### src/x86_dec_pkg.sv
package x86_dec_pkg;

  localparam int APB_ADDR_W = 4;                         // Byte address, four registers
  localparam int APB_DATA_W = 32;

  localparam logic [APB_ADDR_W-1:0] REG_BYTE     = 4'h0; // Instruction byte in, write only
  localparam logic [APB_ADDR_W-1:0] REG_UOP_CTRL = 4'h4; // Head uop fields, no pop
  localparam logic [APB_ADDR_W-1:0] REG_UOP_IMM  = 4'h8; // Head imm, pops
  localparam logic [APB_ADDR_W-1:0] REG_STATUS   = 4'hC; // Count, busy, err

  localparam int FIFO_DEPTH = 8;
  localparam int FIFO_CNT_W = 4;                         // Must hold 0..FIFO_DEPTH
  localparam int FIFO_PTR_W = $clog2(FIFO_DEPTH);
  localparam int STACK_STEP = 8;                         // RSP move per push or pop

  // Micro-operation codes
  typedef enum logic [3:0] {
    MIOP_NOP,
    MIOP_ALUI,                                           // ALU op with immediate
    MIOP_MOVI,
    MIOP_ADDI,                                           // Used for RSP adjust
    MIOP_LOAD,
    MIOP_STORE,
    MIOP_J,
    MIOP_JCC,                                            // Condition in sub
    MIOP_JCX,
    MIOP_JR                                              // Jump to register s
  } miop_t;

  // Same order as opcode bits 5:3
  typedef enum logic [2:0] {
    ALU_ADD,
    ALU_OR,
    ALU_ADC,
    ALU_SBB,
    ALU_AND,
    ALU_SUB,
    ALU_XOR,
    ALU_CMP
  } alu_t;

  typedef logic [3:0] rega_t;                            // {REX.B, reg[2:0]}

  localparam rega_t RAX = 4'd0;
  localparam rega_t RSP = 4'd4;
  localparam rega_t TMP = 4'd14;                         // Scratch, not visible to ISA
  localparam rega_t RIP = 4'd15;

  typedef enum logic [1:0] {
    BMD_08,
    BMD_32,
    BMD_64
  } bmd_t;

  // Decoded instruction classes
  typedef enum logic [3:0] {
    CLS_ALU_IMM,
    CLS_PUSH_R,
    CLS_POP_R,
    CLS_PUSH_I,
    CLS_MOV_I,
    CLS_JCC,
    CLS_JCX,
    CLS_JMP,
    CLS_CALL,
    CLS_RET
  } icls_t;

  typedef struct packed {
    miop_t              op;
    logic [3:0]         sub;                             // ALU op or condition code
    rega_t              d;
    rega_t              s;
    bmd_t               bmd;
    logic signed [31:0] imm;                             // Immediate or displacement
  } uop_t;                                               // 50 bits

endpackage

### src/dec_if.sv
`timescale 1ns/10ps
`default_nettype none

interface dec_if;
  import x86_dec_pkg::*;

  logic               valid;
  logic               ready;
  icls_t              cls;
  rega_t              regn;                              // Register from opcode low bits
  logic [3:0]         sub;
  bmd_t               bmd;
  logic signed [31:0] imm;                               // Sign-extended operand

  modport src (output valid, cls, regn, sub, bmd, imm, input ready);
  modport dst (input valid, cls, regn, sub, bmd, imm, output ready);
endinterface

`default_nettype wire

### src/apb_port.sv
`timescale 1ns/10ps
`default_nettype none

module apb_port (
  input  logic                               clk,
  input  logic                               rst_n,
  input  logic                               psel,
  input  logic                               penable,
  input  logic                               pwrite,
  input  logic [x86_dec_pkg::APB_ADDR_W-1:0] paddr,
  input  logic [x86_dec_pkg::APB_DATA_W-1:0] pwdata,
  output logic [x86_dec_pkg::APB_DATA_W-1:0] prdata,
  output logic                               pready,
  output logic                               pslverr,
  output logic                               byte_valid,
  output logic [7:0]                         byte_data,
  input  logic                               byte_ready,
  input  x86_dec_pkg::uop_t                  head,
  input  logic                               empty,
  input  logic [x86_dec_pkg::FIFO_CNT_W-1:0] count,
  input  logic                               busy,
  input  logic                               bad_opcode,
  output logic                               pop
);
  import x86_dec_pkg::*;

  logic access;
  logic wr_byte;
  logic rd_uop;
  logic clr_err;
  logic err;                                             // Sticky bad opcode flag

  assign access  = psel & penable;                       // Access phase
  assign wr_byte = access & pwrite & (paddr == REG_BYTE);
  assign rd_uop  = access & ~pwrite & ((paddr == REG_UOP_CTRL) | (paddr == REG_UOP_IMM));
  assign clr_err = access & pwrite & (paddr == REG_STATUS) & pwdata[9];

  assign pready  = wr_byte ? (byte_valid & byte_ready) : 1'b1; // Byte write waits for decoder
  assign pslverr = rd_uop & empty;                       // Nothing queued
  assign pop     = access & ~pwrite & (paddr == REG_UOP_IMM) & ~empty;

  always_comb
  begin
    case (paddr)
      REG_UOP_CTRL: prdata = {14'd0, head.bmd, head.s, head.d, head.sub, head.op};
      REG_UOP_IMM:  prdata = head.imm;
      REG_STATUS:   prdata = {22'd0, err, busy, 4'd0, count};
      default:      prdata = '0;                         // Byte reg and holes read zero
    endcase
  end

  // Byte goes out one cycle into the access phase
  always_ff @(posedge clk)
  begin
    if (!rst_n)
    begin
      byte_valid <= 1'b0;
      err        <= 1'b0;
    end
    else
    begin
      if (byte_valid && byte_ready)
        byte_valid <= 1'b0;                              // Taken, write completes now
      else if (wr_byte && !byte_valid)
        byte_valid <= 1'b1;
      if (bad_opcode)
        err <= 1'b1;                                     // Set wins over clear
      else if (clr_err)
        err <= 1'b0;
    end
  end

  always_ff @(posedge clk)
  begin
    if (wr_byte && !byte_valid)
      byte_data <= pwdata[7:0];
  end

  // Offered byte stays until the decoder takes it
  a_byte_hold: assert property (@(posedge clk) disable iff (!rst_n)
    (byte_valid && !byte_ready) |=> (byte_valid && $stable(byte_data)));
endmodule

`default_nettype wire

### src/byte_decode.sv
`timescale 1ns/10ps
`default_nettype none

module byte_decode (
  input  logic       clk,
  input  logic       rst_n,
  input  logic       byte_valid,
  input  logic [7:0] byte_data,
  output logic       byte_ready,
  dec_if.src         dec,
  output logic       busy_part,
  output logic       bad_opcode
);
  import x86_dec_pkg::*;

  typedef enum logic {
    OPCODE,
    OPERAND
  } state_t;

  state_t     state;
  logic       rex_v;                                     // REX seen for this instruction
  logic       rex_w;
  logic       rex_b;
  logic       wide;                                      // Operand is four bytes
  logic [1:0] idx;                                       // Next operand byte
  logic       take;
  logic       last;
  logic       post;
  alu_t       alu_op;
  logic       op_rex;
  logic       op_ok;
  icls_t      op_cls;
  logic [3:0] op_sub;
  bmd_t       op_bmd;
  logic       op_has;                                    // Operand bytes follow
  logic       op_wide;

  function automatic bmd_t bmd_det(input logic byte_form, input logic w);
    return byte_form ? BMD_08 : (w ? BMD_64 : BMD_32);
  endfunction

  assign byte_ready = ~dec.valid | dec.ready;            // Hold off while result unsent
  assign take       = byte_valid & byte_ready;
  assign busy_part  = (state == OPERAND) | rex_v;
  assign alu_op     = alu_t'(byte_data[5:3]);

  // Opcode classification
  always_comb
  begin
    op_rex  = 1'b0;
    op_ok   = 1'b1;
    op_cls  = CLS_JMP;
    op_sub  = 4'd0;
    op_bmd  = bmd_det(1'b0, rex_w);                      // Plain 32/64 form
    op_has  = 1'b1;
    op_wide = 1'b0;
    casez (byte_data)
      8'h4?:
        op_rex = 1'b1;                                   // Only W and B kept
      8'b00???10?:                                       // ALU on AL/eAX with imm
      begin
        op_cls  = CLS_ALU_IMM;
        op_sub  = {1'b0, alu_op};
        op_bmd  = bmd_det(~byte_data[0], rex_w);
        op_wide = byte_data[0];
      end
      8'h5?:                                             // Bit 3 picks POP
      begin
        op_cls = byte_data[3] ? CLS_POP_R : CLS_PUSH_R;
        op_bmd = BMD_64;
        op_has = 1'b0;
      end
      8'h68, 8'h6a:                                      // PUSH imm32 / imm8
      begin
        op_cls  = CLS_PUSH_I;
        op_bmd  = BMD_64;
        op_wide = ~byte_data[1];
      end
      8'h7?:
      begin
        op_cls = CLS_JCC;
        op_sub = byte_data[3:0];                         // Condition nibble
      end
      8'hb?:                                             // MOV imm to r8 / r32 / r64
      begin
        op_cls  = CLS_MOV_I;
        op_bmd  = bmd_det(~byte_data[3], rex_w);
        op_wide = byte_data[3];
      end
      8'hc3:
      begin
        op_cls = CLS_RET;
        op_bmd = BMD_64;
        op_has = 1'b0;
      end
      8'he3:
        op_cls = CLS_JCX;
      8'he8:
      begin
        op_cls  = CLS_CALL;
        op_bmd  = BMD_64;
        op_wide = 1'b1;                                  // rel32
      end
      8'heb:
        op_cls = CLS_JMP;
      default:
        op_ok = 1'b0;
    endcase
  end

  assign last = (state == OPERAND) ? (~wide | (idx == 2'd3)) : (op_ok & ~op_rex & ~op_has);
  assign post = take & last;                             // Final byte of an instruction

  always_ff @(posedge clk)
  begin
    if (!rst_n)
    begin
      state      <= OPCODE;
      rex_v      <= 1'b0;
      rex_w      <= 1'b0;
      rex_b      <= 1'b0;
      dec.valid  <= 1'b0;
      bad_opcode <= 1'b0;
    end
    else
    begin
      bad_opcode <= take & (state == OPCODE) & ~op_ok;   // One-cycle pulse
      if (post)
        dec.valid <= 1'b1;
      else if (dec.ready)
        dec.valid <= 1'b0;
      if (post || (take && (state == OPCODE) && !op_ok))
      begin
        state <= OPCODE;
        rex_v <= 1'b0;                                   // REX applies to one opcode
        rex_w <= 1'b0;
        rex_b <= 1'b0;
      end
      else if (take && (state == OPCODE) && op_rex)
      begin
        rex_v <= 1'b1;
        rex_w <= byte_data[3];
        rex_b <= byte_data[0];
      end
      else if (take && (state == OPCODE))
        state <= OPERAND;
    end
  end

  // Payload regs also assemble the operand
  always_ff @(posedge clk)
  begin
    if (take && (state == OPCODE) && op_ok && !op_rex)
    begin
      dec.cls  <= op_cls;
      dec.regn <= {rex_b, byte_data[2:0]};
      dec.sub  <= op_sub;
      dec.bmd  <= op_bmd;
      dec.imm  <= '0;
      wide     <= op_wide;
      idx      <= 2'd0;
    end
    else if (take && (state == OPERAND))
    begin
      if (wide)
        dec.imm[idx*8 +: 8] <= byte_data;                // Little-endian
      else
        dec.imm <= {{24{byte_data[7]}}, byte_data};
      idx <= idx + 2'd1;
    end
  end

  // Pending instruction holds until the emitter takes it
  a_dec_hold: assert property (@(posedge clk) disable iff (!rst_n)
    (dec.valid && !dec.ready) |=> (dec.valid && $stable(dec.cls) && $stable(dec.regn)
      && $stable(dec.sub) && $stable(dec.bmd) && $stable(dec.imm)));
endmodule

`default_nettype wire

### src/uop_emit.sv
`timescale 1ns/10ps
`default_nettype none

module uop_emit (
  input  logic              clk,
  input  logic              rst_n,
  dec_if.dst                dec,
  output logic              push_valid,
  input  logic              push_ready,
  output x86_dec_pkg::uop_t push_uop,
  output logic              busy_emit
);
  import x86_dec_pkg::*;

  icls_t              cls_q;
  rega_t              reg_q;
  logic [3:0]         sub_q;
  bmd_t               bmd_q;
  logic signed [31:0] imm_q;
  logic               active;                            // Sequence in progress
  logic [1:0]         step;
  logic [1:0]         last_step;

  function automatic uop_t mk(
    input miop_t              op,
    input logic [3:0]         sub,
    input rega_t              d,
    input rega_t              s,
    input bmd_t               bmd,
    input logic signed [31:0] imm
  );
    return '{op, sub, d, s, bmd, imm};
  endfunction

  // RSP adjust, always full width
  function automatic uop_t sp_adj(input logic signed [31:0] amt);
    return mk(MIOP_ADDI, 4'd0, RSP, RSP, BMD_64, amt);
  endfunction

  assign dec.ready  = ~active;                           // One instruction at a time
  assign push_valid = active;
  assign busy_emit  = active;

  always_comb
  begin
    push_uop  = mk(MIOP_NOP, 4'd0, 4'd0, 4'd0, BMD_08, 32'sd0);
    last_step = 2'd0;
    case (cls_q)
      CLS_ALU_IMM: push_uop = mk(MIOP_ALUI, sub_q, RAX, RAX, bmd_q, imm_q);
      CLS_MOV_I:   push_uop = mk(MIOP_MOVI, 4'd0, reg_q, 4'd0, bmd_q, imm_q);
      CLS_JCC:     push_uop = mk(MIOP_JCC, sub_q, 4'd0, 4'd0, bmd_q, imm_q);
      CLS_JCX:     push_uop = mk(MIOP_JCX, 4'd0, 4'd0, 4'd0, bmd_q, imm_q);
      CLS_JMP:     push_uop = mk(MIOP_J, 4'd0, 4'd0, 4'd0, bmd_q, imm_q);
      CLS_PUSH_R:
      begin
        last_step = 2'd1;
        if (step == 2'd0)
          push_uop = sp_adj(-STACK_STEP);                // Make room first
        else
          push_uop = mk(MIOP_STORE, 4'd0, reg_q, RSP, bmd_q, 32'sd0);
      end
      CLS_POP_R:
      begin
        last_step = 2'd1;
        if (step == 2'd0)
          push_uop = mk(MIOP_LOAD, 4'd0, reg_q, RSP, bmd_q, 32'sd0);
        else
          push_uop = sp_adj(STACK_STEP);
      end
      CLS_PUSH_I:                                        // Via TMP
      begin
        last_step = 2'd2;
        case (step)
          2'd0:    push_uop = mk(MIOP_MOVI, 4'd0, TMP, 4'd0, bmd_q, imm_q);
          2'd1:    push_uop = sp_adj(-STACK_STEP);
          default: push_uop = mk(MIOP_STORE, 4'd0, TMP, RSP, bmd_q, 32'sd0);
        endcase
      end
      CLS_CALL:                                          // Push return address, jump
      begin
        last_step = 2'd2;
        case (step)
          2'd0:    push_uop = sp_adj(-STACK_STEP);
          2'd1:    push_uop = mk(MIOP_STORE, 4'd0, RIP, RSP, bmd_q, 32'sd0);
          default: push_uop = mk(MIOP_J, 4'd0, 4'd0, 4'd0, bmd_q, imm_q);
        endcase
      end
      CLS_RET:
      begin
        last_step = 2'd2;
        case (step)
          2'd0:    push_uop = mk(MIOP_LOAD, 4'd0, TMP, RSP, bmd_q, 32'sd0);
          2'd1:    push_uop = sp_adj(STACK_STEP);
          default: push_uop = mk(MIOP_JR, 4'd0, 4'd0, TMP, bmd_q, 32'sd0);
        endcase
      end
      default: ;
    endcase
  end

  always_ff @(posedge clk)
  begin
    if (!rst_n)
    begin
      active <= 1'b0;
      step   <= 2'd0;
    end
    else if (dec.valid && dec.ready)
    begin
      active <= 1'b1;
      step   <= 2'd0;
    end
    else if (push_valid && push_ready)
    begin
      if (step == last_step)
        active <= 1'b0;                                  // Sequence done
      step <= step + 2'd1;
    end
  end

  always_ff @(posedge clk)
  begin
    if (dec.valid && dec.ready)
    begin
      cls_q <= dec.cls;
      reg_q <= dec.regn;
      sub_q <= dec.sub;
      bmd_q <= dec.bmd;
      imm_q <= dec.imm;
    end
  end

  // Stalled by a full queue, the uop must not change
  a_push_hold: assert property (@(posedge clk) disable iff (!rst_n)
    (push_valid && !push_ready) |=> (push_valid && $stable(push_uop)));
endmodule

`default_nettype wire

### src/uop_fifo.sv
`timescale 1ns/10ps
`default_nettype none

module uop_fifo (
  input  logic                               clk,
  input  logic                               rst_n,
  input  logic                               push_valid,
  output logic                               push_ready,
  input  x86_dec_pkg::uop_t                  push_uop,
  input  logic                               pop,
  output x86_dec_pkg::uop_t                  head,
  output logic [x86_dec_pkg::FIFO_CNT_W-1:0] count,
  output logic                               empty
);
  import x86_dec_pkg::*;

  uop_t                  mem [FIFO_DEPTH];
  logic [FIFO_PTR_W-1:0] wr_ptr;
  logic [FIFO_PTR_W-1:0] rd_ptr;                         // Wraps at depth, power of two
  logic                  do_push;
  logic                  do_pop;

  assign push_ready = (count != FIFO_CNT_W'(FIFO_DEPTH));
  assign empty      = (count == '0);
  assign head       = mem[rd_ptr];                       // Show-ahead
  assign do_push    = push_valid & push_ready;
  assign do_pop     = pop & ~empty;

  always_ff @(posedge clk)
  begin
    if (!rst_n)
    begin
      wr_ptr <= '0;
      rd_ptr <= '0;
      count  <= '0;
    end
    else
    begin
      if (do_push)
        wr_ptr <= wr_ptr + 1'b1;
      if (do_pop)
        rd_ptr <= rd_ptr + 1'b1;
      case ({do_push, do_pop})
        2'b10:   count <= count + 1'b1;
        2'b01:   count <= count - 1'b1;
        default: ;                                       // Both or neither
      endcase
    end
  end

  always_ff @(posedge clk)
  begin
    if (do_push)
      mem[wr_ptr] <= push_uop;
  end

  a_no_pop_empty: assert property (@(posedge clk) disable iff (!rst_n) pop |-> !empty);

  a_count_max: assert property (@(posedge clk) disable iff (!rst_n)
    count <= FIFO_CNT_W'(FIFO_DEPTH));
endmodule

`default_nettype wire

### src/x86_decoder_top.sv
`timescale 1ns/10ps
`default_nettype none

module x86_decoder_top (
  input  logic                               clk,
  input  logic                               rst_n,
  input  logic                               psel,
  input  logic                               penable,
  input  logic                               pwrite,
  input  logic [x86_dec_pkg::APB_ADDR_W-1:0] paddr,
  input  logic [x86_dec_pkg::APB_DATA_W-1:0] pwdata,
  output logic [x86_dec_pkg::APB_DATA_W-1:0] prdata,
  output logic                               pready,
  output logic                               pslverr
);
  import x86_dec_pkg::*;

  logic                  byte_valid;
  logic [7:0]            byte_data;
  logic                  byte_ready;
  logic                  busy_part;
  logic                  busy_emit;
  logic                  busy;
  logic                  bad_opcode;
  logic                  push_valid;
  logic                  push_ready;
  uop_t                  push_uop;
  uop_t                  head;
  logic [FIFO_CNT_W-1:0] count;
  logic                  empty;
  logic                  pop;

  dec_if u_dec_if ();

  assign busy = busy_part | u_dec_if.valid | busy_emit;  // Anything in flight

  apb_port u_apb_port (
    .clk        (clk),
    .rst_n      (rst_n),
    .psel       (psel),
    .penable    (penable),
    .pwrite     (pwrite),
    .paddr      (paddr),
    .pwdata     (pwdata),
    .prdata     (prdata),
    .pready     (pready),
    .pslverr    (pslverr),
    .byte_valid (byte_valid),
    .byte_data  (byte_data),
    .byte_ready (byte_ready),
    .head       (head),
    .empty      (empty),
    .count      (count),
    .busy       (busy),
    .bad_opcode (bad_opcode),
    .pop        (pop)
  );

  byte_decode u_byte_decode (
    .clk        (clk),
    .rst_n      (rst_n),
    .byte_valid (byte_valid),
    .byte_data  (byte_data),
    .byte_ready (byte_ready),
    .dec        (u_dec_if),
    .busy_part  (busy_part),
    .bad_opcode (bad_opcode)
  );

  uop_emit u_uop_emit (
    .clk        (clk),
    .rst_n      (rst_n),
    .dec        (u_dec_if),
    .push_valid (push_valid),
    .push_ready (push_ready),
    .push_uop   (push_uop),
    .busy_emit  (busy_emit)
  );

  uop_fifo u_uop_fifo (
    .clk        (clk),
    .rst_n      (rst_n),
    .push_valid (push_valid),
    .push_ready (push_ready),
    .push_uop   (push_uop),
    .pop        (pop),
    .head       (head),
    .count      (count),
    .empty      (empty)
  );
endmodule

`default_nettype wire

### config.mk
export PLATFORM = sky130hd
export DESIGN_NAME = x86_decoder_top
export DESIGN_NICKNAME = d
export VERILOG_FILES = /design/src/x86_dec_pkg.sv /design/src/dec_if.sv /design/src/apb_port.sv /design/src/byte_decode.sv /design/src/uop_emit.sv /design/src/uop_fifo.sv /design/src/x86_decoder_top.sv
export SDC_FILE = /design/constraint.sdc
export NUM_CORES = 1
export LEC_CHECK = 0
export BUFFER_PORTS_ARGS = -buffer_cell sky130_fd_sc_hd__buf_2
export CELL_PAD_IN_SITES_DETAIL_PLACEMENT = 0
export CELL_PAD_IN_SITES_GLOBAL_PLACEMENT = 1
export CORE_AREA = 5 5 221 223
export DETAILED_ROUTE_END_ITERATION = 16
export DIE_AREA = 0 0 226 228
export GPL_ROUTABILITY_DRIVEN = 0
export PLACE_DENSITY = 0.67
export SYNTH_ARGS = -nofsm -noshare
export SYNTH_HDL_FRONTEND = slang
export SYNTH_SLANG_ARGS = --single-unit
### constraint.sdc
create_clock -name clk -period 9.3 [get_ports clk]
set_clock_uncertainty 0.1 [all_clocks]
set_input_delay 1.395 -clock clk [delete_from_list [all_inputs] [get_ports clk]]
set_output_delay 1.395 -clock clk [all_outputs]
set_load 0.02 [all_outputs]
==> impl_metrics.ini, run 1 <==
[status]
status = completed

[setup_path]
path_class = flop to output port
cp_max_fo = 36
start_kind = flop
endpoint_kind = output port
required_ns = 7.81
cp_data_arrival_time_ns = 3.85

[sta]
relSlewSlack_pct = 17.9
rsz0062_at_grt = no
maxSlewViolCount = 0
tns_ns = 0
setup_viol = 0
finalHoldViolations = 0
fmax_ghz = 0.187
fin_crit_sh_pct = 57.5
worstMarginPinSlew_ns = 1.21
period_needed_ns = 5.35

[global_route]
antenna_found_initial = 0
grt_pass1_wl_mm = 67.1
grt_max_degree = 61
grt_pass1_vias = 10927
overflow = 0
grt_usage_pct = 17.1

[detailed_routing]
wl_mm = 43.9
dr_total_vias = 10651
drtIter0Drc = 832
first_pass_iters = 5
drc = 0
wl_per_cell_um = 23.3
drtAntennaViolNets = 0
via_per_inst = 5.64

[logic_synthesis]
syn_nets = 1243
ys_warn_count = 0
synthCells = 1188
ys.flop_type = edfxtp_1
synth_area_per_cell_um2 = 17.3
postSynth.asyncResetShare_pct = 0
yosysSeqAreaShare_pct = 71.6
synth_edf_count = 453
ys_types = 68
ys_ff_latch = 511
netlist_area_um2 = 20600

[clocking]
clkTransAtPathRegs_ns = 0.06
ctsLongestPathBuffers = 3
cts_root_buf = clkbuf_16
cts_setup_buffers = 0
clock_latency_ns = 0.59
cts_sinks = 511
cts_resized = 0
cts_max_level = 2
tritoncts = done
cts_buffers = 52
hold_buffers = 0

[hold_path]
min-delay-path-class = flop to flop

[floorplan]
die_w_um = 226
ios = 75
initial_core_util_pct = 44.5
num_rows = 79
die_area_um2 = 51500
die_height_um = 228
coreArea_um2 = 46400

[place]
place_hpwl_mm = 24.0
placed_area_um2 = 21500
port-buffer-count = 51

[pwr]
power_density_nw_per_um2 = 197
power.leakage_nw = 7.52
peakVddDrop_mv = 0.128

[layout]
diodes = 0
drive_gt1_share_pct = 23.1
nets = 1294
area_growth_syn_to_layout_pct = 12.7
final_cell_area_um2 = 23200

[run]
maxCapViolations = 0
==> layout make-up <==
class / instances / area [µm²]
tap: 607 / 759
clock inverter: 27 / 270
inverter: 17 / 63.8
fill: 3773 / 23100
sequential: 511 / 14800
clock buffer: 70 / 1450
multi-input combinational: 583 / 5470
timing repair buffer: 74 / 428
==> stage by stage <==
stage / hold WS (ns) / total power, W / cells / utilization (%) / worst slack [ns]
2_1_floorplan: 0.300 / 0.00253 / 1188 / - / 2.48
3_3_place_gp: 0.302 / 0.00254 / 1792 / 46.4 / 4.24
3_5_place_dp: 0.305 / 0.00254 / 1792 / 46.4 / 4.26
4_1_cts: 0.318 / 0.00462 / 1889 / 50.1 / 3.74
5_1_grt: 0.318 / 0.00472 / 1889 / 50.1 / 3.63
6_report: 0.318 / 0.00457 / 1889 / 50.1 / 3.95
==> final timing paths <==
| kind | startpoint | slack [ns] | cells past startpoint | to |
|---|---|---|---|---|
| hold reg to reg | u_byte_decode.dec.imm[10] | 0.32 | 0 | u_uop_emit.imm_q[10] |
| setup / recovery | flop | 3.95 | 6 | prdata[14] |
| hold / removal | u_byte_decode.dec.imm[10] | 0.32 | 0 | u_uop_emit.imm_q[10] |
| setup reg to reg | u_uop_fifo.count[0] | 6.04 | 10 | u_uop_fifo.count[3] |
==> layer usage <==
metal,GRT usage (%),share of wire (%),vias to the layer above
met5,0,0,-
met4,5.62,3.0,0
met3,2.65,4.6,74
met2,26.6,47,264
met1,24.9,45,5487
li1,-,-,4826
==> sequential cells by signal, summed over array words and instances, names as in the netlist, 3 cells and up, named ones only <==
signal	flops
u_uop_fifo.mem	384
u_byte_decode.dec.imm	32
u_uop_emit.imm_q	32
u_apb_port.byte_data	8
u_byte_decode.dec.cls	4
u_byte_decode.dec.regn	4
u_byte_decode.dec.sub	4
u_uop_emit.cls_q	4
u_uop_emit.reg_q	4
u_uop_emit.sub_q	4
u_uop_fifo.count	4
u_uop_fifo.rd_ptr	3
u_uop_fifo.wr_ptr	3
==> cells by family after synthesis <==
group / synth area share [%]
XOR/XNOR: 0.510
flip-flops: 71.6
AO/OA/AOI/OAI: 6.58
multiplexers: 13.1
adder cells (fa/ha/maj): 0.886
buffers and inverters: 2.08
AND/OR/NAND/NOR: 5.24
==> Yosys cell counts, drive strengths merged (4+ instances only) <==
cell	number	share of area, %
buf	43	1.1
xnor2	5	0.21
nor3	14	0.39
nor2b	8	0.24
mux2i	51	2.5
inv	17	0.31
nor4	5	0.15
nand3	15	0.36
mux4	96	10
a21o	36	1.3
ha	13	0.79
o21ai	23	0.56
or3	4	0.12
edfxtp	453	66
a21oi	64	1.7
clkbuf	34	0.62
nand2b	10	0.30
xor2	7	0.30
o22ai	14	0.42
a31oi	6	0.18
nand2	34	0.62
dfxtp	58	5.6
nor2	86	1.6
a211oi	23	1.2
a22o	4	0.17
nor4b	5	0.24
o211ai	4	0.15
and2	8	0.24
==> report_power, final <==
| part | switching (W) | leakage [nW] | internal [W] |
|---|---|---|---|
| clock network | 0.000845 | 0.852 | 0.00123 |
| registers | 0.00000147 | 4.59 | 0.00246 |
| logic | 0.0000175 | 2.07 | 0.00000887 |
==> layout by cell type (no fill, tap or decap), types with 12 or more instances in the layout <==
cell         n
mux4_2      96
inv_1       13
a21o_1      36
o21ai_0     13
nand3_1     15
buf_2       51
ha_1        13
mux2i_1     51
o22ai_1     14
a211oi_2    16
nand2_1     34
clkbuf_1    12
dfxtp_1     55
clkinv_2    12
clkbuf_16   54
buf_4       23
edfxtp_1   453
nor2_1      85
a21oi_1     55
==> critical path: stages, from the launching register on <==
cell     delay [ns]
dfxtp_4        0.63
buf_4          0.67
buf_4          0.65
mux4_2         0.59
mux2i_1        0.27
o22ai_1        0.15
buf_2          0.21
Note: power is estimated with default switching activity, not from simulation.
==> run 2: changes to the inputs <==
ABC_AREA = 1   (was unset)
CORE_AREA = 5 5 223 225   (was 5 5 221 223)
DIE_AREA = 0 0 228 230   (was 0 0 226 228)
PLACE_DENSITY = 0.71   (was 0.67)
clock period = 5.2 ns   (was 9.3 ns; I/O delays follow)
==> run 2 against run 1 <==
  * Register-to-register slack lost 3.9 ns
  * Critical path depth grew 2
  * Clock-buffer cell count shrank 3
  * Sequential power grew 80%
  * Final area grew 2.7%
  * Highest routed layer unchanged
==> impl_metrics.ini, run 2 <==
[status]
status = completed

[layout]
drive_gt1_share_pct = 12.3
area_growth_syn_to_layout_pct = 12.6
diodes = 0
layout_commonest_cell = edfxtp_1
nets = 1934
largest_register = u_uop_fifo.mem
top_regs = u_uop_fifo.mem: 384 flops, u_byte_decode.dec.imm: 32 flops, u_uop_emit.imm_q: 32 flops
fill_cells = 4194
most-common-layout-cells = edfxtp_1 (453), nor2_1 (356), o21ai_0 (288), nand2_1 (128), inv_1 (125)
largest_reg_flops = 384
final_cell_area_um2 = 23800

[clocking]
cts_sinks = 511
ctsLongestPathBuffers = 3
hold_buffers = 0
cts_resized = 0
cts_max_level = 2
cts_root_buf = clkbuf_16
clock_latency_ns = 0.60
cts_buffers = 53
clkTransAtPathRegs_ns = 0.06
cts_setup_buffers = 0
tritoncts = done

[floorplan]
initial_core_util_pct = 44.7
ios = 75
die_area_um2 = 52400
die_w_um = 228
num_rows = 80
coreArea_um2 = 47300
die_height_um = 230

[logic_synthesis]
syn_nets = 1892
postSynth.asyncResetShare_pct = 0
synth-simple-area-share_pct = 12.3
yosysSeqAreaShare_pct = 69.7
synth_top_family_by_area = simple AND/OR/NAND/NOR gates
synth_top_cells_by_area = edfxtp_1 (64%), o21ai_0 (6.8%), nor2_1 (6.5%), dfxtp_1 (5.5%), nand2_1 (2.3%)
synth_compound_area_share_pct = 12.3
ys.flop_type = edfxtp_1
synth_area_per_cell_um2 = 11.5
synthMuxAreaShare_pct = 0
ys_ff_latch = 511
synth_top_area_cell = edfxtp_1
synth_fa_ha_area_share_pct = 0.863
synth_xor_area_share_pct = 0.165
synthCells = 1837
yosysTopAreaCellShare_pct = 64.2
synth_edf_count = 453
ys_warn_count = 0
ys_types = 47
synth.most_common_cell = edfxtp_1
synth_common_cells = edfxtp_1 (453), nor2_1 (364), o21ai_0 (288), nand2_1 (128), inv_1 (127)
netlist_area_um2 = 21200

[setup_path]
endpoint_kind = output port
cp_data_arrival_time_ns = 2.74
rr_startpoint = u_uop_emit.step[0]
start_kind = flop
path_class = flop to output port
required_ns = 4.32
cp_max_fo = 47

[sta]
maxSlewViolCount = 0
relSlewSlack_pct = 11.3
tns_ns = 0
fin_crit_sh_pct = 69.5
finalHoldViolations = 0
rsz0062_at_grt = no
setup_viol = 0
fmax_ghz = 0.277
worstMarginPinSlew_ns = 1.32
period_needed_ns = 3.62

[global_route]
grt_pass1_wl_mm = 77.5
grt_max_degree = 143
antenna_found_initial = 0
grt_pass1_vias = 13225
grt_usage_pct = 18.7
overflow = 0

[detailed_routing]
wl_per_cell_um = 19.8
drtIter0Drc = 1266
dr_total_vias = 13635
drc = 0
first_pass_iters = 5
drtAntennaViolNets = 0
via_per_inst = 5.37
wl_mm = 50.3

[hold_path]
min-delay-path-class = input pin to flop
hp-start = pwdata[0]

[place]
placed_area_um2 = 22100
port-buffer-count = 51
place_hpwl_mm = 29.3

[run]
maxCapViolations = 0

[pwr]
power_density_nw_per_um2 = 348
power.leakage_nw = 8.57
peakVddDrop_mv = 0.215
[run 2: cell count changes after synthesis, sizes merged, moves of 51 or more]
cell	delta
nand2	+102
nor2	+315
mux4	-96
o21ai	+284
inv	+117
mux2i	-51
[run 2: final cells by class]
cell class              instances  area, µm²  share of cell area, %
clock inverters                33        303                   1.27
well taps                     615        769                   3.23
multi-input cells            1097       5490                   23.0
clock buffers                  67       1450                   6.09
inverters                     135        512                   2.15
flip-flops and latches        511      14800                   62.0
repair buffers                 81        543                   2.28
[run 2: where the power goes]
part	switching, W	internal [W]
registers	0.0000102	0.00442
clock network	0.00156	0.00223
logic	0.0000585	0.0000334
[run 2: final timing paths]
kind	endpoint	slack, ns	cells after the start
worst max-delay path	prdata[30]	1.58	8
worst min-delay path	u_apb_port.byte_data[0]	0.26	1
worst max register to register	u_uop_fifo.mem[7][10]	2.11	7
worst min register to register	u_uop_emit.reg_q[2]	0.32	0
[run 2: cells by family (layout without fill, tap and decap cells)]
| group | count (synthesis) | count (layout) |
|---|---|---|
| AO/OA/AOI/OAI | 461 | 461 |
| AND/OR/NAND/NOR | 618 | 618 |
| adder cells (fa/ha/maj) | 14 | 14 |
| buffers and inverters | 229 | 316 |
| flip-flops | 511 | 511 |
| XOR/XNOR | 4 | 4 |
[run 2: critical path, stage by stage, from the launching register on]
cell     delay (ns)
dfxtp_4        0.36
inv_4          0.40
buf_4          0.34
buf_4          0.25
o21ai_0        0.11
o22ai_1        0.17
o21ai_1        0.08
nor2_1         0.21
buf_2          0.21
[run 2: stage by stage]
stage          power [W]  worst slack, ns  cells  utilization, %  hold slack (ns)
2_1_floorplan    0.00458             1.79   1837               -            0.300
3_3_place_gp     0.00461             1.64   2439            46.7            0.305
3_5_place_dp     0.00461             1.61   2439            46.7            0.306
4_1_cts          0.00838             1.42   2539            50.4            0.216
5_1_grt          0.00856             1.36   2539            50.4            0.224
6_report         0.00831             1.58   2539            50.4            0.257
[run 2: layer usage]
layer | vias up | track usage [%] | routed length (µm)
met4 | 0 | 4.25 | 884
met3 | 72 | 3.29 | 2660
li1 | 6585 | - | -
met1 | 6659 | 26.2 | 22800
met2 | 319 | 31.0 | 23900
met5 | - | 0 | 0
==> run 3: changes to the inputs <==
clock period = 3.6 ns   (was 5.2 ns; I/O delays follow)
==> run 3 against run 2 <==
  * Critical path depth is 1 lower
  * Power rose by 41%
  * Via count is 1.0% higher
  * Final area rose by 1.5%
  * Die area stayed put
  * Critical endpoint is now prdata[8]
==> impl_metrics.ini, run 3 (same netlist as run 2, synthesis figures left out) <==
[clocking]
cts_max_level = 2
clock_latency_ns = 0.59
clkTransAtPathRegs_ns = 0.06
cts_root_buf = clkbuf_16
ctsLongestPathBuffers = 3
cts_buffers = 52
cts_sinks = 511
tritoncts = done
cts_resized = 0

[pwr]
p_switching_w = 0.00229
combPwrFrac_pct = 1.2
peakVddDrop_mv = 0.334
power_density_nw_per_um2 = 484
p_sw_share_pct = 19.5
power.leakage_nw = 8.74
pwr-share-seq_pct = 54.6
internal_power_w = 0.00942
clkPwrFrac_pct = 44.2

[floorplan]
initial_core_util_pct = 44.7
die_height_um = 230
die_area_um2 = 52400
num_rows = 80
die_w_um = 228
coreArea_um2 = 47300
ios = 75

[layout]
most-common-layout-cells = edfxtp_1 (453), nor2_1 (356), o21ai_0 (288), nand2_1 (128), inv_1 (125)
layout_commonest_cell = edfxtp_1
area_growth_syn_to_layout_pct = 14.2
top_regs = u_uop_fifo.mem: 384 flops, u_byte_decode.dec.imm: 32 flops, u_uop_emit.imm_q: 32 flops
diodes = 0
drive_gt1_share_pct = 13.4
largest_register = u_uop_fifo.mem
nets = 1974
largest_reg_flops = 384

[global_route]
grt_max_degree = 110
grt_pass1_vias = 13392
grt_pass1_wl_mm = 78.1
overflow = 0
gr-max-usage-layer = met2
use_met2_pct = 30.9
met3_usage_pct = 3.38
antenna_found_initial = 0
grt_use_met1_pct = 26.6
grt_usage_pct = 18.8

[place]
dp_slack_ns = 0.623
port-buffer-count = 51
place_hpwl_mm = 29.1

[sta]
fmax_ghz = 0.298
setup_viol = 0
rsz0062_at_grt = no
finalHoldViolations = 0
worstMarginPinSlew_ns = 1.12
fin_crit_sh_pct = 93.3
relSlewSlack_pct = 24.6
finalWorstSetupSlack_ns = 0.241
maxSlewViolCount = 0
tns_ns = 0
period_needed_ns = 3.36

[hold_path]
hp-start = rst_n
min-delay-path-class = input pin to flop
min_delay_path_depth = 3

[detailed_routing]
wl_per_cell_um = 19.5
drc = 0
first_pass_iters = 5
wl_mm = 50.1
dr_total_vias = 13771
via_per_inst = 5.34
drtAntennaViolNets = 0
drtIter0Drc = 1074

[status]
status = completed

[setup_path]
path_class = flop to output port
required_ns = 2.96
endpoint_kind = output port
cp_data_arrival_time_ns = 2.72
rr_startpoint = u_uop_emit.step[0]
reg2regPathDepth = 6
cp_max_fo = 76
start_kind = flop

[run]
maxCapViolations = 0
==> run 3: cell type report <==
cell class	instances	area [µm²]
clock inverter	33	274
tap	615	769
clock buffer	64	1370
timing repair buffer	122	1010
multi-input combinational	1097	5490
inverter	135	512
sequential	511	14800
fill	4077	23100
==> run 3: worst max-delay path, stage by stage (launching register included) <==
cell      delay [ns]
dfxtp_4         0.67
inv_4           0.19
buf_12          0.25
o21ai_0         0.25
o211ai_1        0.12
nand3_1         0.19
nand3_1         0.15
buf_2           0.23
==> run 3: final timing paths <==
kind                                                end  slack (ns)
worst min register to register      u_uop_emit.reg_q[2]        0.32
worst max register to register    u_uop_fifo.mem[2][18]        0.87
worst min-delay path            u_byte_decode.dec.valid        0.17
worst max-delay path                          prdata[8]        0.24
==> run 3: power by group through the flow <==
stage,combinational (W),sequential (W),clock [W]
2_1_floorplan,0.0000941,0.00652,0
3_3_place_gp,0.000134,0.00652,0
3_5_place_dp,0.000135,0.00652,0
4_1_cts,0.000142,0.00640,0.00531
6_report,0.000141,0.00640,0.00518
5_1_grt,0.000159,0.00639,0.00558
==> run 3: metrics by stage <==
step | hold WS [ns] | utilization [%] | power, W | cell area [µm²] | cells
2_1_floorplan | 0.300 | - | 0.00661 | 21200 | 1837
3_3_place_gp | 0.306 | 47.5 | 0.00666 | 22500 | 2472
3_5_place_dp | 0.306 | 47.5 | 0.00666 | 22500 | 2472
4_1_cts | 0.134 | 51.1 | 0.0119 | 24200 | 2577
5_1_grt | 0.152 | 51.1 | 0.0121 | 24200 | 2577
6_report | 0.166 | 51.1 | 0.0117 | 24200 | 2577
==> run 3: per-layer routing <==
metal	routed length, µm	vias up
met5	0	-
met4	927	0
met3	2790	73
met2	23800	349
met1	22600	6675
li1	-	6674
==> run 3: timing repair <==
action                                 4_1_cts  5_1_grt
buffers inserted                             0        0
hold buffers                                 8        0
endpoints found under the hold margin        8        0
